`config.mk`:
```
export PLATFORM = sky130hd
export DESIGN_NAME = lcd_timing
export DESIGN_NICKNAME = d
export VERILOG_FILES = /design/src/design/lcd_timing.sv
export SDC_FILE = /design/constraint.sdc
export NUM_CORES = 1
export LEC_CHECK = 0
export BUFFER_PORTS_ARGS = -buffer_cell sky130_fd_sc_hd__buf_2
export CELL_PAD_IN_SITES_DETAIL_PLACEMENT = 1
export CELL_PAD_IN_SITES_GLOBAL_PLACEMENT = 1
export CORE_MARGIN = 4
export CORE_UTILIZATION = 34
export DETAILED_ROUTE_END_ITERATION = 8
export PLACE_DENSITY = 0.68
export SLEW_MARGIN = 20
export SYNTH_ARGS = -nofsm -noshare
export SYNTH_HDL_FRONTEND = slang
export SYNTH_SLANG_ARGS = --single-unit
```
`constraint.sdc`:
```
create_clock -name pclk -period 1.5 [get_ports pclk]
set_clock_uncertainty 0.1 [all_clocks]
set_input_delay 0.075 -clock pclk [delete_from_list [all_inputs] [get_ports pclk]]
set_output_delay 0.075 -clock pclk [all_outputs]
set_load 0.01 [all_outputs]
```
`src/design/lcd_timing.sv`:
```
`timescale 1ns/10ps
`default_nettype none

module lcd_timing #(
    parameter int  H_ACTIVE = 32,
    parameter int  V_ACTIVE = 8,
    parameter int  H_FRONT  = 4,
    parameter int  H_SYNC   = 2,
    parameter int  H_BACK   = 3,
    parameter int  V_FRONT  = 1,
    parameter int  V_SYNC   = 1,
    parameter int  V_BACK   = 1,
    localparam int ADDR_W   = $clog2(H_ACTIVE * V_ACTIVE)
) (
    input  wire               pclk,
    input  wire               resetn,
    output logic [ADDR_W-1:0] rd_addr_o,
    output logic              active_o,
    output logic              hsync_o,
    output logic              vsync_o
);
    localparam int H_TOTAL  = H_ACTIVE + H_FRONT + H_SYNC + H_BACK;
    localparam int V_TOTAL  = V_ACTIVE + V_FRONT + V_SYNC + V_BACK;
    localparam int HC_W     = $clog2(H_TOTAL);
    localparam int VC_W     = $clog2(V_TOTAL);
    localparam int HS_START = H_ACTIVE + H_FRONT;
    localparam int VS_START = V_ACTIVE + V_FRONT;

    logic [HC_W-1:0] hcnt_q;
    logic [VC_W-1:0] vcnt_q;
    logic            h_last;
    logic            v_last;
    logic [31:0]     lin;

    assign h_last = (hcnt_q == HC_W'(H_TOTAL - 1));
    assign v_last = (vcnt_q == VC_W'(V_TOTAL - 1));

    always_ff @(posedge pclk) begin
        if (!resetn) begin
            hcnt_q <= '0;
            vcnt_q <= '0;
        end else if (h_last) begin
            hcnt_q <= '0;
            vcnt_q <= v_last ? '0 : vcnt_q + 1'b1;  // next line
        end else begin
            hcnt_q <= hcnt_q + 1'b1;
        end
    end

    // active area sits at the start of each line and frame
    assign active_o  = (hcnt_q < H_ACTIVE) && (vcnt_q < V_ACTIVE);
    assign hsync_o   = (hcnt_q >= HS_START) && (hcnt_q < HS_START + H_SYNC);
    assign vsync_o   = (vcnt_q >= VS_START) && (vcnt_q < VS_START + V_SYNC);
    assign lin       = 32'(vcnt_q) * H_ACTIVE + 32'(hcnt_q);
    assign rd_addr_o = active_o ? lin[ADDR_W-1:0] : '0;

    a_cnt_range: assert property (@(posedge pclk) disable iff (!resetn)
        (hcnt_q < H_TOTAL) && (vcnt_q < V_TOTAL));

endmodule

`default_nettype wire

```
### Yosys cells after proc, flatten, opt, wreduce, memory -nomap -nowiden

Cells that the tools add are included.

| storage, ports and cells | value |
|---|---|
| output and inout bits | 11 |
| input port bits | 2 |
| word-level logic and storage cells | 20 |
| flip-flop bits (word level) | 10 |

| cells by class | value |
|---|---|
| add/subtract/negate cells | 3 |
| order comparisons | 6 |
| equality and inequality tests | 2 |
| mux-type cells | 2 |
| bitwise operators | 1 |
| reduce and logical (&&, ||, !) cells | 4 |

Operators with widths:

| operator | count |
|---|---|
| $lt A6 B6 Y1 const B | 2 |
| $add A8 B6 Y8 | 1 |
| $lt A4 B4 Y1 const B | 2 |
| $mux W8 | 1 |
| $add A6 B1 Y6 const B | 1 |
| $eq A6 B6 Y1 const B | 1 |
| $ge A6 B6 Y1 const B | 1 |
| $add A4 B1 Y4 const B | 1 |
| $eq A4 B4 Y1 const B | 1 |
| $ge A4 B4 Y1 const B | 1 |
| $mux W4 | 1 |
| $logic_and A1 B1 Y1 | 3 |
| $reduce_or A2 Y1 | 1 |
| $not A1 Y1 | 1 |

### Logic depth before layout (Yosys ltp)

| depth | value |
|---|---|
| depth in word-level cells | 3 |
| depth in mapped cells | 5 |
| mapped depth without buffers | 5 |

### Worst setup path after synthesis

Ideal clock, no wire load.

| path | value |
|---|---|
| path kind | register to register |
| start | register hcnt_q[0] |
| end | register vcnt_q[3] |
| clock period less this slack | 1.522 ns |
| path slack | -0.022 ns |
| setup time | 0.074 ns |
| stages on the path, launching flop included | 6 |
| data required time | 1.326 ns |
| data arrival time | 1.348 ns |
| cells stage by stage | dfxtp_1 > inv_1 > ha_1 > nand4b_4 > or4_1 > a31oi_1 |

| between the ends | value |
|---|---|
| cells in the longest elaborated chain, start to end | 1 |

RTL lines:

| what | RTL line | source |
|---|---|---|
| start: declaration | 29 | `logic [HC_W-1:0] hcnt_q;` |
| start signal: assignment | 46 | `hcnt_q <= hcnt_q + 1'b1;` |
| $eq A6 B6 Y1 | 35 | `assign h_last = (hcnt_q == HC_W'(H_TOTAL - 1));` |
| end signal: assignment | 44 | `vcnt_q <= v_last ? '0 : vcnt_q + 1'b1;` |
| end: declaration | 30 | `logic [VC_W-1:0] vcnt_q;` |

No other way between the ends.
A chain may end at the register's enable or synchronous reset.

### Final worst setup path

| path | value |
|---|---|
| start | register vcnt_q[0] |
| end | output port rd_addr_o[7] |

| between the ends | value |
|---|---|
| cells in the longest elaborated chain, start to end | 3 |
| elaborated cells between the ends (all ways) | 4 |

RTL lines:

| what | RTL line | source |
|---|---|---|
| branches (longest 2 deep; another with $add A8 B6 Y8) | - |  |
| $mux W8 (*) | 55 | `assign rd_addr_o = active_o ? lin[ADDR_W-1:0] : '0;` |
| end: declaration | 17 | `output logic [ADDR_W-1:0] rd_addr_o,` |

Mark *: on every way between the ends.

==> flow_summary_export.csv <==
group,metric,value,unit
status,status,"finished with violations",
status,violations,"setup timing",
pwr,power_switching,0.134,mW
timing,fin_setup_tns,-93.1,ps
yosys,netlist.top_cell.by_area,"dfxtp_1",
critical_path,crit_chain,"buf_6, ha_4, ha_4, xnor2_1, nor3_1, buf_2",
place,placed_area,822,µm²
cts,cts_tree,"built",
cells_and_area,final_cells,130,
global_routing,grt_antenna_before_repair,0,
floorplan,start_util,0.370,
timing,finalCritPeriodShare,1.04,
critical_path,cpPeakStageDelay,320,ps
yosys,syn_avg_cell_area,8.58,µm²
critical_path,cp_max_fo,4,
global_routing,overflow,0,
pwr,p_clk_frac,0.341,
critical_path,crit_required,1320,ps
critical_path,cp_top_family,"flip-flops",
place,routabilityCongestion,0.726,
pwr,peakVddDrop,0.441,mV
route,wl,1.77,mm
timing,worst_pin_slew,318,ps
pwr,combinationalPowerShare,0.135,
cts,cts-htree-levels,1,
route,via_count,648,
floorplan,core,1760,µm²
yosys,postSynthCellCount,76,
timing,setup_violations,3,
yosys,synth_compound_area_frac,0.0940,
timing,whs,414,ps
run,cap_violations,0,
critical_path,cp-start-kind,"flop",
route,final_antenna_net_count,0,
yosys,netlist_top_cells_count,"10 x dfxtp_1, 7 x ha_1, 7 x nor2_1",
route,vias_per_cell,4.98,
route,dr.pass1.iters,4,
route,first_iter_violations,10,
global_routing,grt.met3_usage,0.0516,
yosys,synth-seq-cells,10,
place,hpwlAfterDp,1.27,mm
cells_and_area,fill_cells,232,
pwr,p_per_area,553,nW/µm²
global_routing,grt_pass1_wl,2.97,mm
yosys,synth_seq_area_share,0.307,
critical_path,end_kind,"primary output",
yosys,synth_top_area_frac,0.307,
yosys,synthMuxAreaShare,0.0154,
floorplan,top_level_ports,13,
yosys,synth_fa_ha_area_frac,0.134,
cells_and_area,drive_above_1_share,0.486,
global_routing,grt_util_met1,0.178,
yosys,synth_top_family_by_area,"simple AND/OR/NAND/NOR gates",
place,placed_cells,122,
yosys,yosysMostFrequentCell,"dfxtp_1",
cts,ctsLongestPathBuffers,2,
yosys,synth_cell_types,29,
global_routing,busiest_layer,"met2",
yosys,synthesis.area,652,µm²
timing,grt_setup_unrepaired,"true",
hold_path,min_path_type,"reg -> reg",
critical_path,cp_common_cell,"ha_4",
yosys,yosys.area_share.simple,0.340,
place,port_buffers,12,
timing,max-slew-margin-rel,0.787,
route,avgRoutedWirePerCell,13.6,µm
yosys,synth-xor-area-share,0.0537,
pwr,p_seq_frac,0.525,
cts,clock_latency,270,ps
yosys,synth_edf_count,0,
critical_path,critPathKind,"reg -> out",
yosys,async_reset_ff_frac,0,
floorplan,die-area,2680,µm²
critical_path,reg2reg_slack,20,ps
cts,path_clk_slew,70,ps
floorplan,fp.dieW,51.8,µm
timing,fmax,639,MHz
global_routing,grt_max_degree,10,
timing,setup_slack,-64.6,ps
global_routing,grt_use_met2,0.256,
timing,finalHoldViolations,0,
yosys,synth_flop_cell,"dfxtp_1",
yosys,ys_warn_count,0,
cts,cts.sinks,10,
yosys,synth_fp_nets,85,
critical_path,slowest_stage,"dfxtp_2",
global_routing,grt_use_total,0.150,
global_routing,grt_pass1_vias,649,
cells_and_area,antennaDiodeCount,0,
route,drc_errors,0,
critical_path,critPathBufInv,2,
cts,cts_root_buf,"clkbuf_4",
pwr,switching_share,0.250,
cells_and_area,area_growth,48.0,%
timing,drv_slew,0,
pwr,p_leak,0.428,nW
cts,cts_made_buffers,3,
yosys,synth_area_leaders,"dfxtp_1 31%, ha_1 13%, and2_1 4.8%",
pwr,intPower,0.400,mW
cells_and_area,final_nets,116,
floorplan,rows,15,
timing,min_period,1560,ps
floorplan,die_y,51.8,µm
cells_and_area,final_area,965,µm²
critical_path,arrival,1390,ps
==> metrics by stage <==
step | power, mW | utilization | worst slack (ps)
finish | 0.534 | 0.547 | -64.6
global placement | 0.345 | 0.466 | 26.3
floorplan | 0.318 | - | 14.0
global route | 0.561 | 0.547 | -119
CTS | 0.537 | 0.511 | -126
detailed placement | 0.346 | 0.466 | -23.1
==> registers in the layout, summed over array words and instances, names as in the netlist <==
register and flops:
hcnt_q 6, vcnt_q 4
==> power by group through the flow <==
stage	registers [mW]	clock network (mW)	logic, mW
floorplan	0.283	0	0.0346
global placement	0.284	0	0.0610
detailed placement	0.285	0	0.0616
CTS	0.279	0.192	0.0655
global route	0.281	0.199	0.0804
finish	0.280	0.182	0.0719
==> timing repair <==
item / CTS / global route
setup buffers: 2 / 2
endpoints found under the setup margin: 7 / 12
hold endpoints to repair: 1 / 0
pin swaps: 3 / 4
gates resized for setup: 9 / 12
hold buffers: 1 / 0
==> cell families (layout without fill, tap and decap cells) <==
family / after synthesis / in the layout
AOI/OAI and AO/OA: 11 / 11
adders and majority gates: 7 / 7
buffers and inverters: 9 / 38
DFF: 10 / 10
xor gates and xnor gates: 4 / 4
muxes: 1 / 1
and+or+nand+nor: 34 / 34
==> final timing paths <==
path                               start  cells past startpoint                     end
setup reg to reg  vcnt_q[0]$_SDFFE_PN0N_                      5  vcnt_q[3]$_SDFFE_PN0N_
hold reg to reg     hcnt_q[0]$_SDFF_PP0_                      2    hcnt_q[0]$_SDFF_PP0_
setup / recovery  vcnt_q[0]$_SDFFE_PN0N_                      6            rd_addr_o[7]
hold / removal      hcnt_q[0]$_SDFF_PP0_                      2    hcnt_q[0]$_SDFF_PP0_
==> placed cells by master (no fill, tap or decap), types with 2 or more instances in the layout <==
master,instances
buf_4,15
buf_2,11
nor2_1,7
o21ai_0,5
dfxtp_2,5
dfxtp_1,5
and2_1,4
inv_1,4
ha_1,4
nor3_1,3
nor2b_1,3
nand2_1,3
ha_4,3
clkbuf_4,3
inv_2,2
xnor2_1,2
nand3_1,2
xor2_1,2
a21oi_2,2
buf_6,2
==> final cells by class <==
class                      instances  area (µm²)  area share
clock buffer                       3        22.5      0.0233
inverter                           6        22.5      0.0233
multi-input combinational         57         482       0.499
sequential                        10         206       0.214
tap                               25        31.3      0.0324
timing repair buffer              29         200       0.208
==> tightest hold or removal path: stages, from the launching register on <==
cell	delay [ps]
dfxtp_2	330
buf_4	110
nor2_1	40
==> layer usage <==
layer,part of all wire,wire (µm)
met3,0.037,65
met5,0,0
met2,0.50,891
met4,0.0074,13
met1,0.45,796
(Power assumes the default switching activity.)
