File: config.mk
export PLATFORM = sky130hd
export DESIGN_NAME = draw_engine
export DESIGN_NICKNAME = d
export VERILOG_FILES = /design/src/design/fb_pkg.sv /design/src/design/draw_engine.sv
export SDC_FILE = /design/constraint.sdc
export NUM_CORES = 1
export LEC_CHECK = 0
export ABC_AREA = 1
export BUFFER_PORTS_ARGS = -buffer_cell sky130_fd_sc_hd__buf_2
export CORE_MARGIN = 8
export CORE_UTILIZATION = 41
export DETAILED_ROUTE_END_ITERATION = 7
export PLACE_DENSITY = 0.75
export REMOVE_ABC_BUFFERS = 1
export SYNTH_ARGS = -nofsm -noshare
export SYNTH_HDL_FRONTEND = slang
export SYNTH_SLANG_ARGS = --single-unit
export TNS_END_PERCENT = 10
File: constraint.sdc
create_clock -name pclk -period 2.55 [get_ports pclk]
set_clock_uncertainty 0.2 [all_clocks]
set_input_delay 0.255 -clock pclk [delete_from_list [all_inputs] [get_ports pclk]]
set_output_delay 0.255 -clock pclk [all_outputs]
set_load 0.02 [all_outputs]
File: src/design/fb_pkg.sv
`default_nettype none

package fb_pkg;

    typedef logic [31:0] reg_data_t;
    typedef logic [7:0]  reg_addr_t;    // byte address
    typedef logic [3:0]  reg_strb_t;
    typedef logic [15:0] pixel_t;       // rgb565
    typedef logic [23:0] color24_t;     // rgb888
    typedef logic [15:0] coord_t;

    localparam reg_addr_t REG_CTRL  = 8'h00;
    localparam reg_addr_t REG_COLOR = 8'h0C;
    localparam reg_addr_t REG_POINT = 8'h10;    // x in [15:0], y in [31:16]

    localparam int CTRL_BUSY_BIT  = 0;  // read only
    localparam int CTRL_FILL_BIT  = 1;
    localparam int CTRL_POINT_BIT = 2;

    typedef enum logic [1:0] {
        DRAW_IDLE,
        DRAW_FILL,
        DRAW_POINT
    } draw_state_t;

endpackage

`default_nettype wire
File: src/design/draw_engine.sv
`timescale 1ns/10ps
`default_nettype none

module draw_engine #(
    parameter int  H_ACTIVE = 32,
    parameter int  V_ACTIVE = 8,
    localparam int ADDR_W   = $clog2(H_ACTIVE * V_ACTIVE)
) (
    input  wire                 pclk,
    input  wire                 resetn,
    input  wire                 fill_req_i,
    input  wire                 point_req_i,
    input  wire fb_pkg::pixel_t color_i,
    input  wire fb_pkg::coord_t point_x_i,
    input  wire fb_pkg::coord_t point_y_i,
    output logic                busy_o,
    output logic                wr_en_o,
    output logic [ADDR_W-1:0]   wr_addr_o,
    output fb_pkg::pixel_t      wr_data_o
);
    import fb_pkg::*;

    localparam int PIX_N = H_ACTIVE * V_ACTIVE;

    draw_state_t       state_q;
    logic              fill_d_q;
    logic              point_d_q;
    logic              fill_pend_q;
    logic              point_pend_q;
    logic [ADDR_W-1:0] cnt_q;
    logic [ADDR_W-1:0] pt_addr_q;
    logic              pt_ok_q;
    pixel_t            col_q;
    logic [31:0]       pt_lin;
    logic              pt_in_range;
    logic              take_fill;
    logic              take_point;

    assign pt_lin      = 32'(point_y_i) * H_ACTIVE + 32'(point_x_i);
    assign pt_in_range = (point_x_i < H_ACTIVE) && (point_y_i < V_ACTIVE);
    assign take_fill   = (state_q == DRAW_IDLE) && fill_pend_q;
    assign take_point  = (state_q == DRAW_IDLE) && !fill_pend_q && point_pend_q;

    // rising edge of a request bit arms it
    always_ff @(posedge pclk) begin
        if (!resetn) begin
            fill_d_q     <= 1'b0;
            point_d_q    <= 1'b0;
            fill_pend_q  <= 1'b0;
            point_pend_q <= 1'b0;
        end else begin
            fill_d_q     <= fill_req_i;
            point_d_q    <= point_req_i;
            fill_pend_q  <= (fill_pend_q & ~take_fill) | (fill_req_i & ~fill_d_q);
            point_pend_q <= (point_pend_q & ~take_point) | (point_req_i & ~point_d_q);
        end
    end

    always_ff @(posedge pclk) begin
        if (!resetn) begin
            state_q <= DRAW_IDLE;
            cnt_q   <= '0;
        end else begin
            case (state_q)
                DRAW_IDLE: begin
                    cnt_q <= '0;
                    if (take_fill)
                        state_q <= DRAW_FILL;   // fill wins over point
                    else if (take_point)
                        state_q <= DRAW_POINT;
                end
                DRAW_FILL: begin
                    cnt_q <= cnt_q + 1'b1;
                    if (cnt_q == ADDR_W'(PIX_N - 1))
                        state_q <= DRAW_IDLE;
                end
                DRAW_POINT: state_q <= DRAW_IDLE;   // single write
                default:    state_q <= DRAW_IDLE;
            endcase
        end
    end

    // operands held for the whole operation
    always_ff @(posedge pclk) begin
        if (take_fill || take_point) begin
            col_q     <= color_i;
            pt_addr_q <= pt_lin[ADDR_W-1:0];
            pt_ok_q   <= pt_in_range;
        end
    end

    assign busy_o    = (state_q != DRAW_IDLE);
    assign wr_en_o   = (state_q == DRAW_FILL) || (state_q == DRAW_POINT && pt_ok_q);
    assign wr_addr_o = (state_q == DRAW_FILL) ? cnt_q : pt_addr_q;
    assign wr_data_o = col_q;

    a_wr_in_frame: assert property (@(posedge pclk) disable iff (!resetn)
        wr_en_o |-> 32'(wr_addr_o) < PIX_N);

endmodule

`default_nettype wire

== Word-level counts from Yosys, hierarchy flattened ==
Index checks and enable logic that the tools add are counted.

* $add $sub $neg: 2
* $lt $le $gt $ge: 2
* Equality and inequality tests: 5
* Multiplexer cells: 6
* Bitwise gates (word level): 10
* Reduce and logical (&&, ||, !) cells: 12

{| class="wikitable"
|+ Operators by type and width
! operator !! count
|-
| $lt A16 B4 Y1 const B || 1
|-
| $lt A16 B6 Y1 const B || 1
|-
| $pmux W8 S2 || 1
|-
| $add A8 B1 Y8 const B || 1
|-
| $add A8 B8 Y8 || 1
|-
| $eq A8 B8 Y1 const B || 1
|-
| $mux W8 || 1
|-
| $mux W2 || 3
|-
| $logic_and A1 B1 Y1 || 5
|-
| $and A1 B1 Y1 || 4
|-
| $not A1 Y1 || 4
|-
| $pmux W2 S2 || 1
|-
| $reduce_bool A2 Y1 || 2
|-
| $ne A3 B3 Y1 const B || 1
|-
| $eq A2 B1 Y1 const B || 1
|-
| $eq A2 B2 Y1 const B || 1
|-
| $logic_not A2 Y1 || 1
|-
| $logic_or A1 B1 Y1 || 2
|-
| $ne A2 B2 Y1 const B || 1
|-
| $or A1 B1 Y1 || 2
|-
| $reduce_and A2 Y1 || 1
|-
| $logic_not A1 Y1 || 1
|}

* Register bits after elaboration: 39
* Output and inout bits: 26
* Logic and storage cells: 46

== Depth between registers and ports, before layout ==
* Depth after elaboration: 6
* Depth in mapped cells: 7

== Least setup slack after synthesis ==
No wires, ideal clock.

* Path type: reg-to-reg
* From: register state_q[1]
* To: register pt_addr_q[0], enable pin
* Library setup time: 415 ps
* Arrival time: 1,910 ps
* Data required time: 1,935 ps
* Slack: 25 ps
* Stages on the path, launching flop included: 4
* Buffers on the path: 0
* Period minus slack after synthesis: 2,525 ps
* Cell sequence: dfxtp_1 > nor2_2 > inv_2 > a21oi_1

* Cells in the longest elaborated chain, start to end: 4

{| class="wikitable"
|+ RTL lines
! element !! RTL line !! RTL
|-
| start, declared || draw_engine.sv:25 || <nowiki>draw_state_t state_q;</nowiki>
|-
| start signal, assigned || draw_engine.sv:61 || <nowiki>state_q <= DRAW_IDLE;</nowiki>
|-
| start signal, assigned || draw_engine.sv:68 || <nowiki>state_q <= DRAW_FILL;</nowiki>
|-
| start signal, assigned || draw_engine.sv:70 || <nowiki>state_q <= DRAW_POINT;</nowiki>
|-
| $logic_not A2 Y1 (*) || draw_engine.sv:41, draw_engine.sv:42 ||
|-
| $logic_and A1 B1 Y1 (2 in a row) || draw_engine.sv:42 || <nowiki>assign take_point = (state_q == DRAW_IDLE) && !fill_pend_q && point_pend_q;</nowiki>
|-
| $logic_or A1 B1 Y1 (*) || draw_engine.sv:85 || <nowiki>if (take_fill || take_point) begin</nowiki>
|-
| end signal, assigned || draw_engine.sv:87 || <nowiki>pt_addr_q <= pt_lin[ADDR_W-1:0];</nowiki>
|-
| end, declared || draw_engine.sv:31 || <nowiki>logic [ADDR_W-1:0] pt_addr_q;</nowiki>
|}

Mark *: on every way between the ends. The rest lies on a longest branch, timed or not.
A chain may end at the register's enable or synchronous reset.

== Worst setup path in the final report ==
* From: register state_q[1]
* To: output wr_addr_o[0]

* Cells in the longest elaborated chain, start to end: 2

{| class="wikitable"
|+ RTL lines
! element !! RTL line !! RTL
|-
| $eq A2 B1 Y1 || draw_engine.sv:94 || <nowiki>assign wr_addr_o = (state_q == DRAW_FILL) ? cnt_q : pt_addr_q;</nowiki>
|-
| $mux W8 || draw_engine.sv:94 ||
|-
| end, declared || draw_engine.sv:18 || <nowiki>output logic [ADDR_W-1:0] wr_addr_o,</nowiki>
|}

Every way passes these cells.

==> impl_metrics.py <==
metrics = {
    "worst_setup_path": {
        "critPathMostFrequentCell": "nor2_1",
        "worst-path-buf-inv": 3,
        "cpMaxStageDelayCell": "dfxtp_1",
        "crit_fanout": 15,
        "start_kind": "flop",
        "path_cells": "inv_4 > nand2_2 > inv_2 > nor2_1 > nor2_1 > buf_2",
        "critPathMaxStageDelay_ns": 0.45,
        "crit_required_ns": 2.10,
        "setup.worst_path.class": "reg -> out",
        "endpoint_kind": "output port",
        "path_delay_family": "flip-flops",
        "crit_arrival_ns": 1.44,
    },
    "floorplanning": {
        "die_height_um": 78.4,
        "coreArea_um2": 3690,
        "ios": 78,
        "die_w_um": 78.4,
        "dieArea_um2": 6140,
        "initial_utilization": 0.432,
        "fp-row-count": 22,
    },
    "routing": {
        "drt-total-wl_um": 4350,
        "drcViolationCount": 0,
        "wl_per_cell_um": 14.2,
        "antenna_left": 0,
        "vias": 1446,
        "vias_per_cell": 4.71,
        "drt_iter0_drc": 130,
        "first_pass_iters": 4,
    },
    "place": {
        "dpl.hpwl_um": 3190,
        "io_buffers": 77,
        "postPlaceCellArea_um2": 2040,
        "placedCellCount": 276,
        "gp_congestion": 0.896,
    },
    "sta": {
        "setup_tns_ns": 0,
        "rsz0062_at_grt": "no",
        "slew_viol_final": 0,
        "fmax_mhz": 529,
        "min_period_ns": 1.89,
        "finalCritPeriodShare": 0.742,
        "setup_violations": 0,
        "slew-limit-headroom": 0.768,
        "worst_slew_pin_slew_ns": 0.347,
        "hold_viol": 0,
    },
    "outcome": {
        "outcome": "finished, final reports clean",
    },
    "finish": {
        "fillers": 320,
        "final_cell_mix": "buf_2 (77), nand2_1 (31), edfxtp_1 (25)",
        "antenna_cells": 0,
        "syn_to_final_growth_pct": 48.8,
        "drive_gt1_frac": 0.378,
        "multi_input_area_um2": 485,
        "final_common_cell": "buf_2",
        "layout.cells.non_filler": 307,
        "nets": 313,
        "seq_area_um2": 1030,
        "post-route-cell-area_um2": 2370,
    },
    "logic_synthesis": {
        "syn_area_per_cell_um2": 10.5,
        "ys_seq_area_frac": 0.646,
        "synth_compound_gate_area_share": 0.0541,
        "yosys_warnings": 0,
        "synth_top_family_by_area": "simple AND/OR/NAND/NOR gates",
        "netlist_area_um2": 1600,
        "synth.distinct_cells": 24,
        "syn_inst": 152,
        "synth-xor-area-share": 0.0110,
        "synthAdderAreaFrac": 0.0282,
        "synth-seq-cells": 39,
        "yosys.area_share.simple": 0.209,
        "synthMuxAreaShare": 0,
    },
    "grt": {
        "grt_pass1_wl_um": 7470,
        "antenna_found_initial": 0,
        "grt_pass1_vias": 1598,
        "grt_usage": 0.155,
        "grt_max_degree": 26,
        "gr-total-overflow": 0,
    },
    "cts": {
        "ctsLongestPathBuffers": 2,
        "cts_root_buffer": "clkbuf_8",
        "hold_buffers": 23,
        "cts.sinks": 39,
        "cts.clk_slew.worst_paths_ns": 0.07,
        "numCtsBuffers": 5,
        "clock_tree.htree_level_count": 2,
        "postCtsSetupBuffers": 0,
        "insertion_delay_ns": 0.29,
        "cts_resized": 0,
        "cts_tree": "yes",
    },
    "power": {
        "peakVddDrop_mv": 0.331,
        "p_per_area_nw_per_um2": 633,
        "total_leakage_power_nw": 1.05,
    },
    "flow_run": {
        "maxCapViolations": 0,
    },
    "worst_hold_path": {
        "hold_path_class": "in -> reg",
    },
}
-- cell families (layout without fill, tap and decap cells) --
group | Yosys count | count (layout)
AND/OR/NAND/NOR | 72 | 72
flip-flops | 39 | 39
buffers and inverters | 19 | 126
AO/OA/AOI/OAI | 17 | 17
adder cells (fa/ha/maj) | 3 | 3
XOR/XNOR | 2 | 2
-- metal layers --
| layer | up-vias | global-route usage | routed length [um] |
|---|---|---|---|
| li1 | 718 | - | - |
| met1 | 651 | 0.162 | 1640 |
| met5 | - | 0 | 0 |
| met4 | 0 | 0.0926 | 177 |
| met2 | 62 | 0.263 | 2270 |
| met3 | 15 | 0.0535 | 269 |
-- Yosys cell counts, drive strengths merged --
library cell  count  area share
nor2             26       0.074
inv              17       0.042
dfxtp            14        0.18
nor3              3       0.016
nand2            33       0.081
nand3             5       0.019
buf               2       0.010
a21oi             8       0.025
ha                2       0.016
xnor2             2       0.011
fa                1       0.013
o22ai             1      0.0039
nand4             5       0.020
edfxtp           25        0.47
o21ai             8       0.025
-- sequential cells by signal, summed over array words and instances (netlist names) --
signal        flops
wr_data_o        16
cnt_q             8
fill_d_q          1
state_q           2
point_pend_q      1
pt_ok_q           1
point_d_q         1
pt_addr_q         8
fill_pend_q       1
-- metrics by stage --
| step | utilization | total power [mW] | hold WS (ns) | setup slack [ns] |
|---|---|---|---|---|
| after global placement | 0.552 | 0.985 | 0.191 | 0.999 |
| final | 0.643 | 1.50 | 0.0290 | 0.658 |
| after global routing | 0.643 | 1.57 | 0.0399 | 0.510 |
| after floorplan | - | 0.885 | 0.154 | 0.0246 |
| after detailed placement | 0.552 | 0.992 | 0.215 | 0.937 |
| after CTS | 0.643 | 1.51 | 0.00653 | 0.652 |
-- path summary, 6_finish.rpt --
check	from	end	slack, ns	depth (start not counted)
setup / recovery	state_q[1]	wr_addr_o[0]	0.66	6
hold reg to reg	point_d_q	point_pend_q	0.22	1
setup reg to reg	state_q[1]	pt_addr_q[4]	0.93	4
hold / removal	resetn	fill_d_q	0.03	3
-- cell type report --
| class | instances | share of cell area |
|---|---|---|
| Clock inverter | 3 | 0.0163 |
| Inverter | 17 | 0.0279 |
| Tap cell | 48 | 0.0253 |
| Multi-Input combinational cell | 94 | 0.205 |
| Timing Repair Buffer | 101 | 0.263 |
| Clock buffer | 5 | 0.0290 |
| Sequential cell | 39 | 0.434 |
-- where the power goes --
part           switching [mW]  internal [mW]  total (mW)
clock                   0.211          0.286       0.498
sequential             0.0154          0.728       0.744
combinational           0.156          0.106       0.262
-- tightest hold or removal path: cells and delay by family --
kind	cells	cell delay [ns]
buf+inv	2	0.16
simple gates	1	0.07
Note: power is estimated with default switching activity, not from simulation.
