--- src/design/fb_pkg.sv ---
`default_nettype none

package fb_pkg;

    typedef logic [31:0] reg_data_t;
    typedef logic [7:0]  reg_addr_t;    // byte address
    typedef logic [3:0]  reg_strb_t;
    typedef logic [15:0] pixel_t;       // rgb565
    typedef logic [23:0] color24_t;     // rgb888
    typedef logic [15:0] coord_t;

    localparam reg_addr_t REG_CTRL  = 8'h00;
    localparam reg_addr_t REG_COLOR = 8'h0C;
    localparam reg_addr_t REG_POINT = 8'h10;    // x in [15:0], y in [31:16]

    localparam int CTRL_BUSY_BIT  = 0;  // read only
    localparam int CTRL_FILL_BIT  = 1;
    localparam int CTRL_POINT_BIT = 2;

    typedef enum logic [1:0] {
        DRAW_IDLE,
        DRAW_FILL,
        DRAW_POINT
    } draw_state_t;

endpackage

`default_nettype wire
--- src/design/frame_ram.sv ---
`timescale 1ns/10ps
`default_nettype none

module frame_ram #(
    parameter int  H_ACTIVE = 32,
    parameter int  V_ACTIVE = 8,
    localparam int ADDR_W   = $clog2(H_ACTIVE * V_ACTIVE)
) (
    input  wire                 pclk,
    input  wire                 wr_en_i,
    input  wire [ADDR_W-1:0]    wr_addr_i,
    input  wire fb_pkg::pixel_t wr_data_i,
    input  wire [ADDR_W-1:0]    rd_addr_i,
    output fb_pkg::pixel_t      rd_data_o
);
    import fb_pkg::*;

    pixel_t mem_q [H_ACTIVE * V_ACTIVE];

    // read-first, a colliding read sees the old pixel
    always_ff @(posedge pclk) begin
        if (wr_en_i)
            mem_q[wr_addr_i] <= wr_data_i;
        rd_data_o <= mem_q[rd_addr_i];
    end

endmodule

`default_nettype wire

--- config.mk ---
export PLATFORM = sky130hd
export DESIGN_NAME = frame_ram
export DESIGN_NICKNAME = d
export VERILOG_FILES = /design/src/design/fb_pkg.sv /design/src/design/frame_ram.sv
export SDC_FILE = /design/constraint.sdc
export NUM_CORES = 2
export LEC_CHECK = 0
export ABC_CLOCK_PERIOD_IN_PS = 2400
export BUFFER_PORTS_ARGS = -buffer_cell sky130_fd_sc_hd__buf_2
export CAP_MARGIN = 20
export CORE_MARGIN = 4
export CORE_UTILIZATION = 55
export DETAILED_ROUTE_END_ITERATION = 12
export PLACE_DENSITY = 0.72
export SYNTH_ARGS = -nofsm -noshare
export SYNTH_HDL_FRONTEND = slang
export SYNTH_SLANG_ARGS = --single-unit
--- constraint.sdc ---
create_clock -name pclk -period 2.4 [get_ports pclk]
set_input_delay 0.12 -clock pclk [delete_from_list [all_inputs] [get_ports pclk]]
set_output_delay 0.12 -clock pclk [all_outputs]
set_load 0.03 [all_outputs]
* After elaboration in Yosys (flattened, before gate mapping)
Memory sizes are Yosys's and may differ from the RTL's. A register that Yosys moved wholly into a read port is not among the register bits.
Cells that the tools add are included.
** Operators by class
- Muxes and demuxes :: 2
** Operators by type and width (count)
- 1-bit 2-to-1 mux :: 2
** Word-level totals
- Register bits :: 0
- Bits in writable memories :: 4096
- Input port bits :: 34
- Output and inout bits :: 16
- Word-level logic and storage cells :: 3
- Memories :: 1
** Memory list
- mem_q :: words 256, bits a word 16, rd ports 1, clocked after memory_dff 1, wr ports 1, RTL line frame_ram.sv:18 : pixel_t mem_q [H_ACTIVE * V_ACTIVE];

* Logic depth before layout (Yosys ltp)
- Depth in word-level cells :: 2
- Gate-level depth with buffers :: 12
- Depth with buffers taken out :: 6

* Worst setup path before layout
Ideal clock, no wire load.
- Path kind :: input to register
- From :: input wr_addr_i[3]
- To :: memory mem_q[235][0] (netlist bit), enable pin
- Setup time :: 0.388 ns
- Data arrival time :: 1.897 ns
- Data required time :: 2.012 ns
- Path slack :: 0.115 ns
- Cell stages on the path :: 6
- Buffers on the path :: 3
- Cells stage by stage :: clkbuf_1 nor2b_1 clkbuf_1 nand4_1 clkbuf_1 nor2_1
** RTL lines
- start: declaration :: RTL line frame_ram.sv:11 : input wire [ADDR_W-1:0] wr_addr_i,
- end: declaration :: RTL line frame_ram.sv:18
No word-level cell before the write port.

==> flow_summary.html <==
<table>
<tr><th>Metric</th><th>Value</th></tr>
<tr><th colspan="2">Run status</th></tr>
<tr><td>Outcome</td><td>finished, violations left</td></tr>
<tr><td>Failing checks</td><td>DRC, setup timing</td></tr>
<tr><th colspan="2">Drt</th></tr>
<tr><td>Count of unresolved DRC violations after routing</td><td>2</td></tr>
<tr><td>Wirelength per Cell</td><td>33.7 µm</td></tr>
<tr><td>1st-iter DRT viols</td><td>12900</td></tr>
<tr><td>Antenna violation net count after detailed routing</td><td>0</td></tr>
<tr><td>Final wirelength</td><td>423000 µm</td></tr>
<tr><td>Via total after detailed routing</td><td>83100</td></tr>
<tr><td>Via-per-instance ratio</td><td>6.62</td></tr>
<tr><td>Total iterations of the first detailed-routing run</td><td>10</td></tr>
<tr><th colspan="2">Min path</th></tr>
<tr><td>Hold path cells</td><td>2</td></tr>
<tr><td>Min-Delay Endpoint</td><td>mem_q[73][10]</td></tr>
<tr><td>Launch instance of the worst min-delay path</td><td>wr_data_i[10]</td></tr>
<tr><td>Hold Crit Class</td><td>input port to flop</td></tr>
<tr><th colspan="2">Synthesis</th></tr>
<tr><td>Largest family of logic cells by synthesized area</td><td>multiplexers</td></tr>
<tr><td>Adder-Cell Fraction of Synth Area</td><td>0%</td></tr>
<tr><td>Async set or reset register ratio after synthesis</td><td>0%</td></tr>
<tr><td>Number of flip-flops and latches in the synthesized netlist</td><td>4112</td></tr>
<tr><td>Most common flop cell mapped by yosys</td><td>sky130_fd_sc_hd__edfxtp_1</td></tr>
<tr><td>Sequential cell area fraction in the yosys report</td><td>roughly 78%</td></tr>
<tr><td>Compound-Gate Fraction of Synth Area</td><td>~3.5%</td></tr>
<tr><td>Parity-gate share of the synthesized area counting xor and xnor cells</td><td>0%</td></tr>
<tr><td>Simple-gate area share of the yosys netlist</td><td>about 1.6%</td></tr>
<tr><td>Netlist area before placement</td><td>159000 µm²</td></tr>
<tr><td>Distinct cell type count of the synthesized netlist</td><td>52</td></tr>
<tr><td>Number of nets in the synthesized netlist</td><td>between 7000 and 8000</td></tr>
<tr><td>Count of mapped cells out of synthesis</td><td>7360</td></tr>
<tr><td>Number of enable-type register cells in the synthesized netlist</td><td>4096</td></tr>
<tr><td>Average footprint of a synthesized cell</td><td>approximately 22 µm²</td></tr>
<tr><td>Mux cell area share after synthesis</td><td>15.5%</td></tr>
<tr><td>Total of warnings raised by yosys</td><td>0</td></tr>
<tr><th colspan="2">Worst setup path</th></tr>
<tr><td>Register-to-register path setup slack</td><td>-250 ps</td></tr>
<tr><td>Critical path endpoint category</td><td>flop</td></tr>
<tr><td>Worst path required time</td><td>3210 ps</td></tr>
<tr><td>Crit path buffers/inverters</td><td>2</td></tr>
<tr><td>Worst path top cell family by delay</td><td>compound AO/OA/AOI/OAI gates</td></tr>
<tr><td>Critical-path maximum fanout</td><td>1</td></tr>
<tr><td>Crit-path cells</td><td>mux4_2 &gt; mux2_4 &gt; a22oi_2 &gt; buf_4 &gt; nand2_4 &gt; o32ai_4 &gt; buf_6 &gt; nor4_2</td></tr>
<tr><td>Register-to-Register Path Depth</td><td>8</td></tr>
<tr><td>Launch point of the critical path</td><td>mem_q[2][4]</td></tr>
<tr><td>Worst EP arrival</td><td>about 3500 ps</td></tr>
<tr><td>Max stage delay on crit path</td><td>470 ps</td></tr>
<tr><td>Highest-delay cell along the critical path</td><td>sky130_fd_sc_hd__mux4_2</td></tr>
<tr><td>Start-to-end type of the worst setup path</td><td>flop to flop</td></tr>
<tr><td>Nature of the critical path startpoint</td><td>flop</td></tr>
<tr><td>Capture instance of the worst register-to-register path</td><td>rd_data_o[4]</td></tr>
<tr><td>Origin of the critical flop-to-flop path</td><td>mem_q[2][4]</td></tr>
<tr><th colspan="2">Power and ir drop</th></tr>
<tr><td>Lkg Pwr</td><td>60.8 nW</td></tr>
<tr><td>Max IR drop VDD</td><td>0.636 mV</td></tr>
<tr><td>Total power</td><td>~150 mW</td></tr>
<tr><td>Cell area power density</td><td>810 nW/µm²</td></tr>
<tr><th colspan="2">Clock tree</th></tr>
<tr><td>CTS clk-pin slew, worst paths</td><td>60 ps</td></tr>
<tr><td>Inserted Clock Buffers</td><td>roughly 400</td></tr>
<tr><td>Worst-skew pair later-pin latency</td><td>980 ps</td></tr>
<tr><td>Setup bufs post-CTS</td><td>0</td></tr>
<tr><td>CTS tree</td><td>done</td></tr>
<tr><td>Clock Sinks</td><td>4112</td></tr>
<tr><td>H-tree level count</td><td>5</td></tr>
<tr><td>Buffers from clock root to sink, at most</td><td>4</td></tr>
<tr><td>Root buffer cell</td><td>sky130_fd_sc_hd__clkbuf_16</td></tr>
<tr><th colspan="2">GRT</th></tr>
<tr><td>Number of antenna violations at the first check in global routing</td><td>23</td></tr>
<tr><td>Total Routing Usage GR</td><td>28.2%</td></tr>
<tr><td>Largest net degree at the start of global routing</td><td>149</td></tr>
<tr><td>Total grt overflow</td><td>0</td></tr>
<tr><td>First-pass GRT wire length</td><td>607000 µm</td></tr>
<tr><td>Number of global-route vias before repair</td><td>82800</td></tr>
<tr><th colspan="2">STA</th></tr>
<tr><td>Achievable frequency</td><td>roughly 0.38 GHz</td></tr>
<tr><td>Time the worst path needs with I/O delays and setup</td><td>2650 ps</td></tr>
<tr><td>Final critical-path setup slack</td><td>-255 ps</td></tr>
<tr><td>Setup repair after global routing missed its margin</td><td>yes</td></tr>
<tr><td>Portion of the clock cycle consumed by the worst path in the final layout</td><td>111%</td></tr>
<tr><td>Worst-case clock skew</td><td>80.6 ps</td></tr>
<tr><td>Worst-case hold slack</td><td>73.8 ps</td></tr>
<tr><td>Endpoints failing setup</td><td>11</td></tr>
<tr><td>Count of final hold-check violations</td><td>0</td></tr>
<tr><td>Count of pins over their slew limit</td><td>0</td></tr>
<tr><td>Slew at the pin closest to its max-slew limit</td><td>1020 ps</td></tr>
<tr><td>Post-Route Setup TNS</td><td>-1290 ps</td></tr>
<tr><td>Worst slew slack as a fraction of its limit</td><td>31.9%</td></tr>
<tr><th colspan="2">Die</th></tr>
<tr><td>Core box area</td><td>286000 µm²</td></tr>
<tr><td>Count of pins on the block boundary</td><td>50</td></tr>
<tr><td>Rows</td><td>196</td></tr>
<tr><td>Die area</td><td>297000 µm²</td></tr>
<tr><td>Die outline height</td><td>545 µm</td></tr>
<tr><td>Starting Density</td><td>about 55%</td></tr>
<tr><td>Horiz. Die Dim</td><td>545 µm</td></tr>
<tr><th colspan="2">Flow run</th></tr>
<tr><td>Number of maximum-capacitance constraint violations</td><td>0</td></tr>
<tr><th colspan="2">Cells and area</th></tr>
<tr><td>Fillers</td><td>17700</td></tr>
<tr><td>Relative area change from synthesis to final layout</td><td>17.5%</td></tr>
<tr><td>Final net count</td><td>8480</td></tr>
<tr><td>Count of placed standard cells in the final layout, fillers left out</td><td>around 13000</td></tr>
<tr><td>Layout cell share with drive strength beyond 1</td><td>between 30% and 40%</td></tr>
<tr><th colspan="2">Placement</th></tr>
<tr><td>Count of port buffers added during placement</td><td>49</td></tr>
<tr><td>Placer congestion estimate</td><td>0.937</td></tr>
<tr><td>Placed wire-length estimate after detailed placement</td><td>around 260000 µm</td></tr>
<tr><td>Number of placed instances with taps included</td><td>about 12000</td></tr>
</table>
## report_power, final
group	leakage, nW	switching [mW]	internal [mW]
sequential	36.9	0.156	79.2
clock	6.44	27.2	36.0
combinational	17.4	5.28	3.38
total	60.8	32.6	119
## repair_timing
item,in CTS,in global routing
hold buffers,22,0
pin swaps,21,11
resized for setup,68,24
hold endpoints to repair,3860,0
endpoints found under the setup margin,15,16
## cells in the mapped netlist (2+ instances only)
| cell type | count | area share (%) |
|---|---|---|
| sky130_fd_sc_hd__buf_8 | 11 | 0.10 |
| sky130_fd_sc_hd__mux4_2 | 797 | 11 |
| sky130_fd_sc_hd__inv_1 | 3 | 0.0071 |
| sky130_fd_sc_hd__and3_1 | 11 | 0.043 |
| sky130_fd_sc_hd__or2_2 | 4 | 0.016 |
| sky130_fd_sc_hd__o32ai_1 | 20 | 0.11 |
| sky130_fd_sc_hd__o21ai_0 | 37 | 0.12 |
| sky130_fd_sc_hd__nor2b_1 | 9 | 0.035 |
| sky130_fd_sc_hd__nor2_1 | 304 | 0.72 |
| sky130_fd_sc_hd__dfxtp_1 | 16 | 0.20 |
| sky130_fd_sc_hd__nand2b_1 | 3 | 0.012 |
| sky130_fd_sc_hd__nor4bb_1 | 2 | 0.013 |
| sky130_fd_sc_hd__nor4_1 | 17 | 0.067 |
| sky130_fd_sc_hd__a221oi_1 | 28 | 0.15 |
| sky130_fd_sc_hd__and4_1 | 2 | 0.011 |
| sky130_fd_sc_hd__a211oi_1 | 18 | 0.085 |
| sky130_fd_sc_hd__buf_1 | 27 | 0.064 |
| sky130_fd_sc_hd__a21o_1 | 2 | 0.0095 |
| sky130_fd_sc_hd__a2111oi_0 | 6 | 0.033 |
| sky130_fd_sc_hd__a22o_1 | 32 | 0.18 |
| sky130_fd_sc_hd__buf_2 | 76 | 0.24 |
| sky130_fd_sc_hd__o221ai_1 | 252 | 1.4 |
| sky130_fd_sc_hd__a31oi_1 | 6 | 0.024 |
| sky130_fd_sc_hd__o22ai_1 | 148 | 0.58 |
| sky130_fd_sc_hd__edfxtp_1 | 4096 | 77 |
| sky130_fd_sc_hd__or3_1 | 2 | 0.0079 |
| sky130_fd_sc_hd__nor3_1 | 92 | 0.29 |
| sky130_fd_sc_hd__mux2i_1 | 565 | 3.6 |
| sky130_fd_sc_hd__nand4b_1 | 3 | 0.017 |
| sky130_fd_sc_hd__nand2_1 | 38 | 0.090 |
| sky130_fd_sc_hd__buf_4 | 26 | 0.12 |
| sky130_fd_sc_hd__a22oi_1 | 43 | 0.20 |
| sky130_fd_sc_hd__buf_6 | 77 | 0.55 |
| sky130_fd_sc_hd__a21oi_1 | 175 | 0.55 |
| sky130_fd_sc_hd__buf_12 | 5 | 0.063 |
| sky130_fd_sc_hd__o31ai_1 | 16 | 0.076 |
| sky130_fd_sc_hd__nand3_1 | 35 | 0.11 |
| sky130_fd_sc_hd__nand4_1 | 26 | 0.10 |
| sky130_fd_sc_hd__mux2_2 | 88 | 0.62 |
| sky130_fd_sc_hd__clkbuf_1 | 230 | 0.54 |
## how the worst max path moves through the flow
| stage | slack, ps | to | depth (start not counted) |
|---|---|---|---|
| detailed placement | -1490 | rd_data_o[14] | 11 |
| finish | -250 | rd_data_o[4] | 8 |
| CTS | -240 | rd_data_o[4] | 8 |
| global route | -360 | rd_data_o[4] | 8 |
| global placement | -1580 | rd_data_o[14] | 11 |
| floorplan | 110 | mem_q[235][0] | 6 |
## cell families after synthesis
family / after synthesis
flip-flops: 4112
AND/OR/NAND/NOR: 556
buffers and inverters: 456
multiplexers: 1450
AO/OA/AOI/OAI: 786
## metrics by stage
step	worst slack, ps	area [µm²]	util (%)
after global routing	-361	187000	65.2
final	-255	187000	65.2
after detailed placement	-1490	173000	60.3
after CTS	-239	186000	65.1
after global placement	-1580	173000	60.3
after floorplan	115	159000	-
## cells in the final DEF, fill, tap and decap left out, types with 22 or more instances in the layout
master                          count
sky130_fd_sc_hd__edfxtp_1        4096
sky130_fd_sc_hd__buf_4            805
sky130_fd_sc_hd__mux4_2           797
sky130_fd_sc_hd__mux2i_1          565
sky130_fd_sc_hd__clkbuf_16        404
sky130_fd_sc_hd__nor2_1           273
sky130_fd_sc_hd__buf_12           252
sky130_fd_sc_hd__o221ai_1         251
sky130_fd_sc_hd__a21oi_1          173
sky130_fd_sc_hd__o22ai_1          148
sky130_fd_sc_hd__clkinv_1          95
sky130_fd_sc_hd__nor3_1            90
sky130_fd_sc_hd__mux2_2            81
sky130_fd_sc_hd__clkinv_2          79
sky130_fd_sc_hd__clkbuf_1          69
sky130_fd_sc_hd__bufinv_16         45
sky130_fd_sc_hd__nand2_1           37
sky130_fd_sc_hd__o21ai_0           37
sky130_fd_sc_hd__a22oi_1           35
sky130_fd_sc_hd__nor2_2            31
sky130_fd_sc_hd__buf_2             28
sky130_fd_sc_hd__nand4_1           26
sky130_fd_sc_hd__nand3_1           26
sky130_fd_sc_hd__a22o_1            24
sky130_fd_sc_hd__dlygate4sd3_1     22
## layout make-up
type                       instances  area (µm²)  share of cell area [%]
inverter                           4        27.5                  0.0148
sequential                      4112      123000                    66.1
tap                             3762        4710                    2.52
antenna                           13        32.5                  0.0174
multi-input combinational       2792       33400                    17.9
clock buffer                     473       10400                    5.56
clock inverter                   265        2900                    1.56
timing repair buffer            1134       11800                    6.33
## routing by layer
layer,global-route usage (%),vias to the layer above,part of all wire [%]
met5,0,-,0.015
met4,11.8,8,4.7
met3,6.16,894,12
met2,43.8,5541,47
met1,39.4,43200,36
li1,-,33500,-
## sequential cells by signal, indices dropped and copies added, names as in the netlist
register   count
mem_q       4096
rd_data_o     16
Note: power is estimated with default switching activity, not from simulation.
