## config.mk

```make
export PLATFORM = sky130hd
export DESIGN_NAME = lcd_out
export DESIGN_NICKNAME = d
export VERILOG_FILES = /design/src/design/fb_pkg.sv /design/src/design/lcd_out.sv
export SDC_FILE = /design/constraint.sdc
export NUM_CORES = 1
export LEC_CHECK = 0
export ABC_CLOCK_PERIOD_IN_PS = 800
export BUFFER_PORTS_ARGS = -buffer_cell sky130_fd_sc_hd__clkbuf_2
export CORE_UTILIZATION = 34
export DETAILED_ROUTE_END_ITERATION = 10
export GPL_ROUTABILITY_DRIVEN = 0
export GPL_TIMING_DRIVEN = 0
export PLACE_DENSITY_LB_ADDON = 0.2
export REMOVE_ABC_BUFFERS = 1
export SYNTH_ARGS = -nofsm -noshare
export SYNTH_HDL_FRONTEND = slang
export SYNTH_SLANG_ARGS = --single-unit
```

## constraint.sdc

```tcl
create_clock -name pclk -period 0.8 [get_ports pclk]
set_input_delay 0.08 -clock pclk [delete_from_list [all_inputs] [get_ports pclk]]
set_output_delay 0.08 -clock pclk [all_outputs]
set_load 0.05 [all_outputs]
```

## src/design/fb_pkg.sv

```systemverilog
`default_nettype none

package fb_pkg;

    typedef logic [31:0] reg_data_t;
    typedef logic [7:0]  reg_addr_t;    // byte address
    typedef logic [3:0]  reg_strb_t;
    typedef logic [15:0] pixel_t;       // rgb565
    typedef logic [23:0] color24_t;     // rgb888
    typedef logic [15:0] coord_t;

    localparam reg_addr_t REG_CTRL  = 8'h00;
    localparam reg_addr_t REG_COLOR = 8'h0C;
    localparam reg_addr_t REG_POINT = 8'h10;    // x in [15:0], y in [31:16]

    localparam int CTRL_BUSY_BIT  = 0;  // read only
    localparam int CTRL_FILL_BIT  = 1;
    localparam int CTRL_POINT_BIT = 2;

    typedef enum logic [1:0] {
        DRAW_IDLE,
        DRAW_FILL,
        DRAW_POINT
    } draw_state_t;

endpackage

`default_nettype wire
```

## src/design/lcd_out.sv

```systemverilog
`timescale 1ns/10ps
`default_nettype none

module lcd_out (
    input  wire                 pclk,
    input  wire                 resetn,
    input  wire                 active_i,
    input  wire                 hsync_i,
    input  wire                 vsync_i,
    input  wire fb_pkg::pixel_t pixel_i,
    output logic                lcd_de_o,
    output logic                lcd_hsync_o,
    output logic                lcd_vsync_o,
    output logic [4:0]          lcd_r_o,
    output logic [5:0]          lcd_g_o,
    output logic [4:0]          lcd_b_o
);
    logic act_q;
    logic hs_q;
    logic vs_q;

    always_ff @(posedge pclk) begin
        if (!resetn) begin
            act_q       <= 1'b0;
            hs_q        <= 1'b0;
            vs_q        <= 1'b0;
            lcd_de_o    <= 1'b0;
            lcd_hsync_o <= 1'b1;
            lcd_vsync_o <= 1'b1;
            {lcd_r_o, lcd_g_o, lcd_b_o} <= '0;
        end else begin
            act_q       <= active_i;    // matches ram read latency
            hs_q        <= hsync_i;
            vs_q        <= vsync_i;
            lcd_de_o    <= act_q;
            lcd_hsync_o <= ~hs_q;       // pins active low
            lcd_vsync_o <= ~vs_q;
            {lcd_r_o, lcd_g_o, lcd_b_o} <= act_q ? pixel_i : '0;   // blank outside DE
        end
    end

endmodule

`default_nettype wire

```

; ---- Word level (Yosys, flattened, before mapping)
; Cells that the tools add are included.
[totals]
regBits = 22
inputBits = 21
out_inout_bits = 19
elab_cells = 12
[op_classes]
n_bitwise = 2
reduce_logical = 1
[op_table]
columns = op, count
row1 = $not 1->1, 2
row2 = $reduce_and 2->1, 1

; ---- Longest topological paths before layout
; Gate-level depths: netlist of the first run.
[depth]
word_depth = 1
ltp_mapped = 2
mapped_depth_nobuf = 1

; ---- Least setup slack after synthesis of the first run
; Ideal clock, no wire load.
[synth_path]
path_type = flip-flop to flip-flop
from = register act_q
to = register lcd_de_o
setup_time_ps = 116
arrival_time_ps = 603
t_required_ps = 684
setup_slack_ps = 81
stages_incl_launch_ff = 3
path_buffers = 1
period_less_slack_ps = 719
cell_sequence = dfxtp_1 > buf_6 > and2_2
[synth_rtl]
columns = element, line_no
row1 = "start, declared", lcd_out.sv:18  ; logic act_q;
row2 = "start signal, assigned", lcd_out.sv:32  ; act_q <= active_i;
row3 = "end signal, assigned", lcd_out.sv:35  ; lcd_de_o <= act_q;
row4 = "end, declared", lcd_out.sv:11  ; output logic lcd_de_o,
; No word-level cell between the ends.

; ---- Final worst setup path of the first run
[layout_path]
from = register lcd_b_o[0]
to = output lcd_b_o[0]
[layout_rtl]
columns = element, line_no
row1 = "start, declared", lcd_out.sv:16  ; output logic [4:0] lcd_b_o
row2 = "start signal, assigned", lcd_out.sv:38  ; {lcd_r_o, lcd_g_o, lcd_b_o} <= act_q ? pixel_i : '0;
; No word-level cell between the ends.

==> metrics, run 1 <==
status=finished with violations; violated checks=design-rule violations, negative setup slack; die footprint=1950 µm²; number of fill cells=100; critical path endpoint category=primary output; drt pass-1 iters=6; P per Cell Area=between 1500 and 2000 nW/µm²; Worst Skew=0.00320 ns; Overflow after GRT=0; period utilization=1.12; Vias=495; Leakage=0.000582 µW; Critical Path AT=0.81 ns; Yosys Warn Count=0; Setup crit start kind=flip-flop; CTS clk-pin slew, worst paths=around 0.12 ns; RR Endpoint=lcd_b_o[0]; synth top area cells=dfxtp_1, and3_1, and3_2; CP startpoint=lcd_b_o[0]; die width=44.2 µm; Design Area, Final=~1200 µm²; gr usage total=0.149; Synth Area in Adders=0; Worst Setup Slack, final=-0.0946 ns; Crit path depth=1; synth unique cells=9; FP Rows=14; global-route wire length before repair=2040 µm; Worst Setup EP=lcd_b_o[0]; setup TNS=-1.45 ns; I/O Pins=40; xor and xnor area share after synthesis=0; Worst path slowest cell=dfxtp_2; hold path startpoint=pixel_i[5]; CTS tree=yes; crit path cell chain=buf_8; EDFF count, synth=0; launching point of the worst reg2reg path=act_q; initial detailed-routing violation count=6; CTS Buf Count=3; RSZ-0062 raised after global routing=true; initial core utilization=0.383; simple-gate area share of the yosys netlist=0.236; CTS Buffer Depth=2; Setup-failing EPs final=19; top-area cell type share of the netlist area=0.729; vias in the first global route=approximately 510; CTS HTree Levels=1; commonest cells in the netlist=dfxtp_1, and3_1, and3_2, and2_1, nand2_1; CTS root buffer=clkbuf_4; cell area after synthesis=just over 600 µm²; Mean Syn Cell Area=12.9 µm²; Max Freq=roughly 1.1 GHz; Layout area overhead=93.4%; Slew Viols, Final=0; Slew HR=0.790; mux share of post-synthesis cell area=0; core area=approximately 1600 µm²; synthesized instance count=47; min cycle time layout=around 0.89 ns; CTS sink count=22; Reg2Reg Setup Slack=~0.10 ns; async set-reset flop share out of synthesis=0; post-synthesis register bit count=22; worst reg2reg path depth=1; Wirelength per Cell=between 10 and 15 µm; largest net degree at the start of global routing=23; layout cells sized above 1=0.732; largest family of logic cells by synthesized area=simple AND/OR/NAND/NOR gates; HP Class=input pin to flip-flop; Top FF cell, synth=dfxtp_1; worst skew pair latency=~0.30 ns; # diodes=0; Worst-Margin Slew=0.316 ns; Max stage delay on crit path=0.37 ns; Fin. Hold Viols=0; final routed DRC violation total=3; initial antenna violation count=0; max cap viols=0; Yosys top cell by area=dfxtp_1; kind of critical path=flip-flop to primary output; nets=119; Die Y=between 40 and 50 µm; dpl cell area=~800 µm²; CP Max Fanout=1; worst endpoint required time=just over 0.7 ns; buffer and inverter count on the worst path=1; drt via density=4.38; aggregate routed wire length=1390 µm; most frequent cell after synthesis=dfxtp_1; post-synthesis sequential area ratio=0.729; Peak VDD IR=~0.0012 V; Top Family by Delay on Critical Path=flip-flops; # port buffers=39; Compound-Gate Fraction of Synth Area=0; remaining antenna violation count=0
[per-stage QoR]
step | hold WS, ns | util | std cells | setup WS [ns] | total power, µW
6_report | 0.0127 | 0.741 | 113 | -0.0946 | 2310
4_1_cts | 0.000707 | 0.702 | 110 | -0.110 | 2270
3_3_place_gp | 0.287 | 0.506 | 99 | -0.0617 | 1370
5_1_grt | 0.00254 | 0.741 | 113 | -0.126 | 2380
3_5_place_dp | 0.289 | 0.506 | 99 | -0.0804 | 1370
2_1_floorplan | 0.142 | - | 44 | 0.104 | 1290
[metal layers]
layer  GRT usage  part of all wire  vias up
met2       0.303              0.57       23
li1            -                 -      255
met3      0.0367             0.049        2
met1       0.131              0.37      215
met4      0.0727             0.011        0
met5           0                 0        -
[flip-flops by register name, summed over array words and instances (netlist names)]
signal,count
lcd_de_o,1
lcd_b_o,5
lcd_r_o,5
lcd_vsync_o,1
lcd_hsync_o,1
act_q,1
lcd_g_o,6
vs_q,1
hs_q,1
[logic make-up (layout without fill, tap and decap cells)]
logic type	Yosys count	in the layout
buffers and inverters	3	53
DFF	22	22
and+or+nand+nor	22	22
[where the power goes]
group	switching, µW	leakage [µW]	total, µW	internal [µW]
Clock	339	0.0000279	845	506
Combinational	142	0.000367	297	155
Sequential	27.9	0.000187	1160	1130
Total	509	0.000582	2310	1800
[layout make-up]
class / count / area, µm² / area share
Multi-Input combinational cell: 22 / 143 / 0.122
Clock buffer: 3 / 22.5 / 0.0193
Sequential cell: 22 / 468 / 0.400
Clock inverter: 1 / 30.0 / 0.0257
Tap cell: 16 / 20.0 / 0.0171
Timing Repair Buffer: 49 / 485 / 0.415
[cell usage in the layout, fill, tap and decap left out]
cell type	synthesis	layout
and3_2	7	7
and2_2	1	1
and2_1	3	3
dfxtp_1	22	2
buf_8	0	19
clkbuf_2	1	20
clkbuf_4	0	3
bufinv_16	0	1
and3_1	9	9
nand2_1	2	2
dfxtp_4	0	1
dfxtp_2	0	19
dlygate4sd3_1	0	10
[timing repair]
item,in CTS,in global routing
gates resized for setup,53,25
buffers inserted,0,0
gates cloned,0,0
hold buffers,7,3
setup endpoints to repair,36,24
hold endpoints to repair,7,3
[how the worst min path moves through the flow]
stage	end	slack, ns	cells after the start
after floorplan	lcd_vsync_o	0.14	1
after global placement	hs_q	0.29	2
after detailed placement	act_q	0.29	2
after CTS	lcd_g_o[0]	0.0007	2
after global routing	lcd_g_o[4]	0.003	2
final	lcd_g_o[0]	0.01	2
Note: power is estimated with default switching activity, not from simulation.
==> run 2: changes to the inputs <==
CORE_UTILIZATION = 37   (was 34)
CTS_BUF_LIST = sky130_fd_sc_hd__clkbuf_8   (was default)
CTS_CLUSTER_SIZE = 24   (was default)
==> run 2 against run 1 <==
Utilization decreased by 3.4 points. Non-clock buffer count decreased by 10. Largest power group unchanged. Clock power decreased by 12%. The flow finishes with violations (negative setup slack). Critical endpoint is now lcd_r_o[3]. Worst setup slack improved by 0.076 ns.
==> metrics, run 2 (synthesized netlist as in run 1, its figures left out) <==
# diodes=0 (unchanged); initial antenna violation count=0 (unchanged); largest net degree at the start of global routing=23 (unchanged); FP Rows=14 (unchanged); max cap viols=0 (unchanged); aggregate routed wire length=1100 µm (-21%); Die Y=42.4 µm (-4.0%); Fin. Hold Viols=0 (unchanged); Top Family by Delay on Critical Path=flip-flops; period utilization=1.02 (-0.0955); dpl cell area=798 µm² (unchanged); vias in the first global route=453 (-11%); CTS sink count=22 (unchanged); hold_ws=0.0311 ns (+0.0184 ns); die footprint=1800 µm² (-7.7%); CTS root buffer=clkbuf_8; Max Freq=1.22 GHz (+9.3%); post-CTS sizing=53 (unchanged); Post-CTS Setup Repair Bufs=0 (unchanged); CTS HTree Levels=1 (unchanged); Worst Setup Slack, final=-0.0183 ns (+0.0764 ns); Leakage=0.000544 µW (-6.5%); Slew Viols, Final=0 (unchanged); Setup-failing EPs final=14 (-5); Slew HR=0.802 (+0.0124); CTS Buf Count=3 (unchanged); status=finished with violations; remaining antenna violation count=0 (unchanged); final routed DRC violation total=0 (-3); die width=42.4 µm (-4.0%); CP Max Fanout=1 (unchanged); buffer and inverter count on the worst path=1 (unchanged); Worst path slowest cell=dfxtp_2; commonest cells after routing, fill and taps aside=dfxtp_2, clkbuf_2, buf_8; Setup crit start kind=flip-flop; worst skew pair latency=0.25 ns (-0.05 ns); kind of critical path=flip-flop to primary output; drt via density=4.54 (+3.7%); critical path endpoint category=primary output; I/O Pins=40 (unchanged); Critical Path AT=0.74 ns (-0.07 ns); CTS clk-pin slew, worst paths=0.07 ns (-0.05 ns); Largest register FFs=6 (unchanged); HP Class=input pin to flip-flop; number of fill cells=111 (+11%); global-route wire length before repair=1890 µm (-7.4%); P per Cell Area=2010 nW/µm² (+1.9%); CTS Buffer Depth=2 (unchanged); post-cts hold buffer count=0 (-7); drt pass-1 iters=2 (-4); Vias=468 (-5.5%); CTS tree=yes; Max stage delay on crit path=0.33 ns (-0.04 ns); # port buffers=39 (unchanged); Layout area overhead=78.5%; Peak VDD IR=0.00116 V (-3.0%); Design Area, Final=1080 µm² (-7.7%); min cycle time layout=0.818 ns (-0.0764 ns); initial core utilization=0.397 (+0.0132); crit path cell chain=clkbuf_16; initial detailed-routing violation count=1 (-5); Overall Power=2170 µW (-5.9%); nets=109 (-8.4%); Worst Skew=0.00178 ns (-0.00142 ns); worst endpoint required time=0.72 ns (about the same); Wirelength per Cell=10.7 µm (-13%); layout cells sized above 1=0.816 (+0.0841); violated checks=negative setup slack; core area=1520 µm² (-3.3%); Overflow after GRT=0 (unchanged); RSZ-0062 raised after global routing=true; Worst-Margin Slew=0.297 ns (-0.0186 ns); gr usage total=0.141 (-0.00826)
## run 2: report_power, final
group	internal, µW	switching [µW]
Sequential	1140	27.4
Clock	437	310
Combinational	125	133
Total	1700	470
## run 2: cell type report
cell class              count  area (µm²)  share of cell area
multi-input cells          22         143               0.132
repair buffers             39         395               0.367
well taps                  16        20.0              0.0186
flip-flops and latches     22         465               0.432
clock buffers               4        55.1              0.0510
## run 2: path summary, 6_finish.rpt
path	endpoint	slack [ns]	depth (start not counted)	from
hold / removal	hs_q	0.03	2	hsync_i
hold reg to reg	lcd_hsync_o	0.36	1	hs_q
setup / recovery	lcd_r_o[3]	-0.02	1	lcd_r_o[3]
setup reg to reg	lcd_g_o[5]	0.08	1	act_q
## run 2: through the flow
stage,utilization,cells,setup TNS (ns),worst slack [ns]
floorplan,-,44,0,0.104
global placement,0.524,99,-0.536,-0.0538
detailed placement,0.524,99,-0.762,-0.0735
CTS,0.688,103,-0.523,-0.0322
global route,0.708,103,-0.657,-0.0471
finish,0.708,103,-0.0921,-0.0183
## run 2: per-layer routing
layer	GRT usage	wire, µm	vias up
li1	-	-	233
met1	0.152	416	213
met2	0.252	600	22
met3	0.0431	81	0
met4	0.0563	0	0
met5	0	0	-
==> run 3: changes to the inputs <==
SETUP_SLACK_MARGIN = 0.05   (was default)
==> run 3 against run 2 <==
The run still ends with negative setup slack left. Global-route usage unchanged. Die area unchanged. Sequential power about the same. Via count increased by 0.43%. Cell count unchanged. Non-clock buffer count unchanged. Count of clock-buffer cells in the layout unchanged. Utilization increased by 0.16 points. Clock skew about the same. Critical endpoint unchanged. Largest power group unchanged.
==> metrics, run 3 (synthesized netlist as in run 1, its figures left out) <==
die footprint=1800 µm² (unchanged); Vias=470 (+0.43%); commonest cells after routing, fill and taps aside=clkbuf_2, dfxtp_2, buf_8; Combinational Power Share=0.119 (about the same); crit path cell chain=clkbuf_16; Setup crit start kind=flip-flop; Worst Skew=0.00214 ns (+0.000363 ns); Core Util, Final=0.709 (+0.00164); die width=42.4 µm (unchanged); Layout Cells excl Fill=103 (unchanged); drt via density=4.56 (+0.43%); CTS sink count=22 (unchanged); layout cells sized above 1=0.816 (unchanged); global-route wire length before repair=1890 µm (unchanged); Slew Viols, Final=0 (unchanged); hold_ws=0.0306 ns (-0.000450 ns); Worst Setup Slack, final=-0.0183 ns (-0.00000650 ns); period utilization=1.02 (about the same); HP Class=input pin to flip-flop; number of fill cells=110 (-0.90%); CTS tree=yes; CTS root buffer=clkbuf_8; Die Y=42.4 µm (unchanged); drt pass-1 iters=2 (unchanged); Fin. Hold Viols=0 (unchanged); remaining antenna violation count=0 (unchanged); Slew HR=0.802 (about the same); final routed DRC violation total=0 (unchanged); CTS Buf Count=3 (unchanged); commonest non-fill, non-tap cell in the layout=clkbuf_2; Clk pwr share=0.345 (about the same); min cycle time layout=0.818 ns (+0.00000650 ns); post-CTS sizing=53 (unchanged); Setup-failing EPs final=14 (unchanged); kind of critical path=flip-flop to primary output; initial detailed-routing violation count=1 (unchanged); post-cts hold buffer count=0 (unchanged); vias in the first global route=453 (unchanged); Max Freq=1.22 GHz (about the same); switching portion of total power=0.217 (+0.000633); # port buffers=39 (unchanged); critical path endpoint category=primary output; RSZ-0062 raised after global routing=true; # diodes=0 (unchanged); Overflow after GRT=0 (unchanged); Critical Path AT=0.74 ns (about the same); buffer and inverter count on the worst path=1 (unchanged); Leakage=0.000544 µW (about the same); Largest register FFs=6 (unchanged); violated checks=negative setup slack; FP Rows=14 (unchanged); Wirelength per Cell=10.6 µm (-0.55%); switching power total=471 µW (+0.27%); Worst path slowest cell=dfxtp_2; core area=1520 µm² (unchanged); worst endpoint required time=0.72 ns (about the same); nets=109 (unchanged); part of the power in registers=0.536 (about the same); CP Max Fanout=1 (unchanged); Top Family by Delay on Critical Path=flip-flops; max cap viols=0 (unchanged); worst skew pair latency=0.25 ns (about the same); gr usage total=0.141 (unchanged); Max stage delay on crit path=0.33 ns (about the same); initial core utilization=0.397 (unchanged); Peak VDD IR=0.00116 V (about the same); CTS clk-pin slew, worst paths=0.07 ns (about the same); placed cell count=99 (unchanged); Int Power=1700 µW (-0.11%); CTS HTree Levels=1 (unchanged); Layout area overhead=78.9%; CTS Buffer Depth=2 (unchanged); Post-CTS Setup Repair Bufs=0 (unchanged); I/O Pins=40 (unchanged); setup TNS=-0.0971 ns (-0.00501 ns); Worst-Margin Slew=0.296 ns (-0.000700 ns); initial antenna violation count=0 (unchanged); aggregate routed wire length=1090 µm (-0.55%); P per Cell Area=2010 nW/µm² (-0.26%); status=finished with violations; largest net degree at the start of global routing=23 (unchanged)
## run 3: cell counts in the layout (fill, tap and decap cells not counted)
Identical to the previous run, type by type.
## run 3: per-layer routing
metal | up-vias | track usage | share of wire
met5 | - | 0 | 0
met4 | 0 | 0.0563 | 0
met3 | 0 | 0.0431 | 0.074
met2 | 22 | 0.252 | 0.55
met1 | 214 | 0.152 | 0.38
li1 | 234 | - | -
## run 3: layout make-up
| cell class | instances | area, µm² | share of cell area |
|---|---|---|---|
| Timing Repair Buffer | 39 | 395 | 0.366 |
| Multi-Input combinational cell | 22 | 143 | 0.132 |
| Clock buffer | 4 | 55.1 | 0.0509 |
| Tap cell | 16 | 20.0 | 0.0185 |
| Sequential cell | 22 | 468 | 0.433 |
## run 3: final timing paths
check	start	to	slack, ns	cells after the start
max reg2reg	act_q	lcd_g_o[5]	0.12	1
max	lcd_r_o[3]	lcd_r_o[3]	-0.02	1
min	hsync_i	hs_q	0.03	2
min reg2reg	hs_q	lcd_hsync_o	0.36	1
## run 3: power by group through the flow
stage	logic, µW	registers, µW	clock network (µW)
after floorplan	22.7	1270	0
after global placement	200	1170	0
after detailed placement	202	1170	0
after CTS	247	1150	767
after global routing	273	1170	834
final	258	1160	748
## run 3: through the flow
step | total power (µW) | cell area (µm²) | worst slack, ns
2_1_floorplan | 1290 | 583 | 0.104
3_3_place_gp | 1370 | 798 | -0.0538
3_5_place_dp | 1370 | 798 | -0.0735
4_1_cts | 2170 | 1050 | -0.0322
5_1_grt | 2270 | 1080 | -0.0470
6_report | 2170 | 1080 | -0.0183
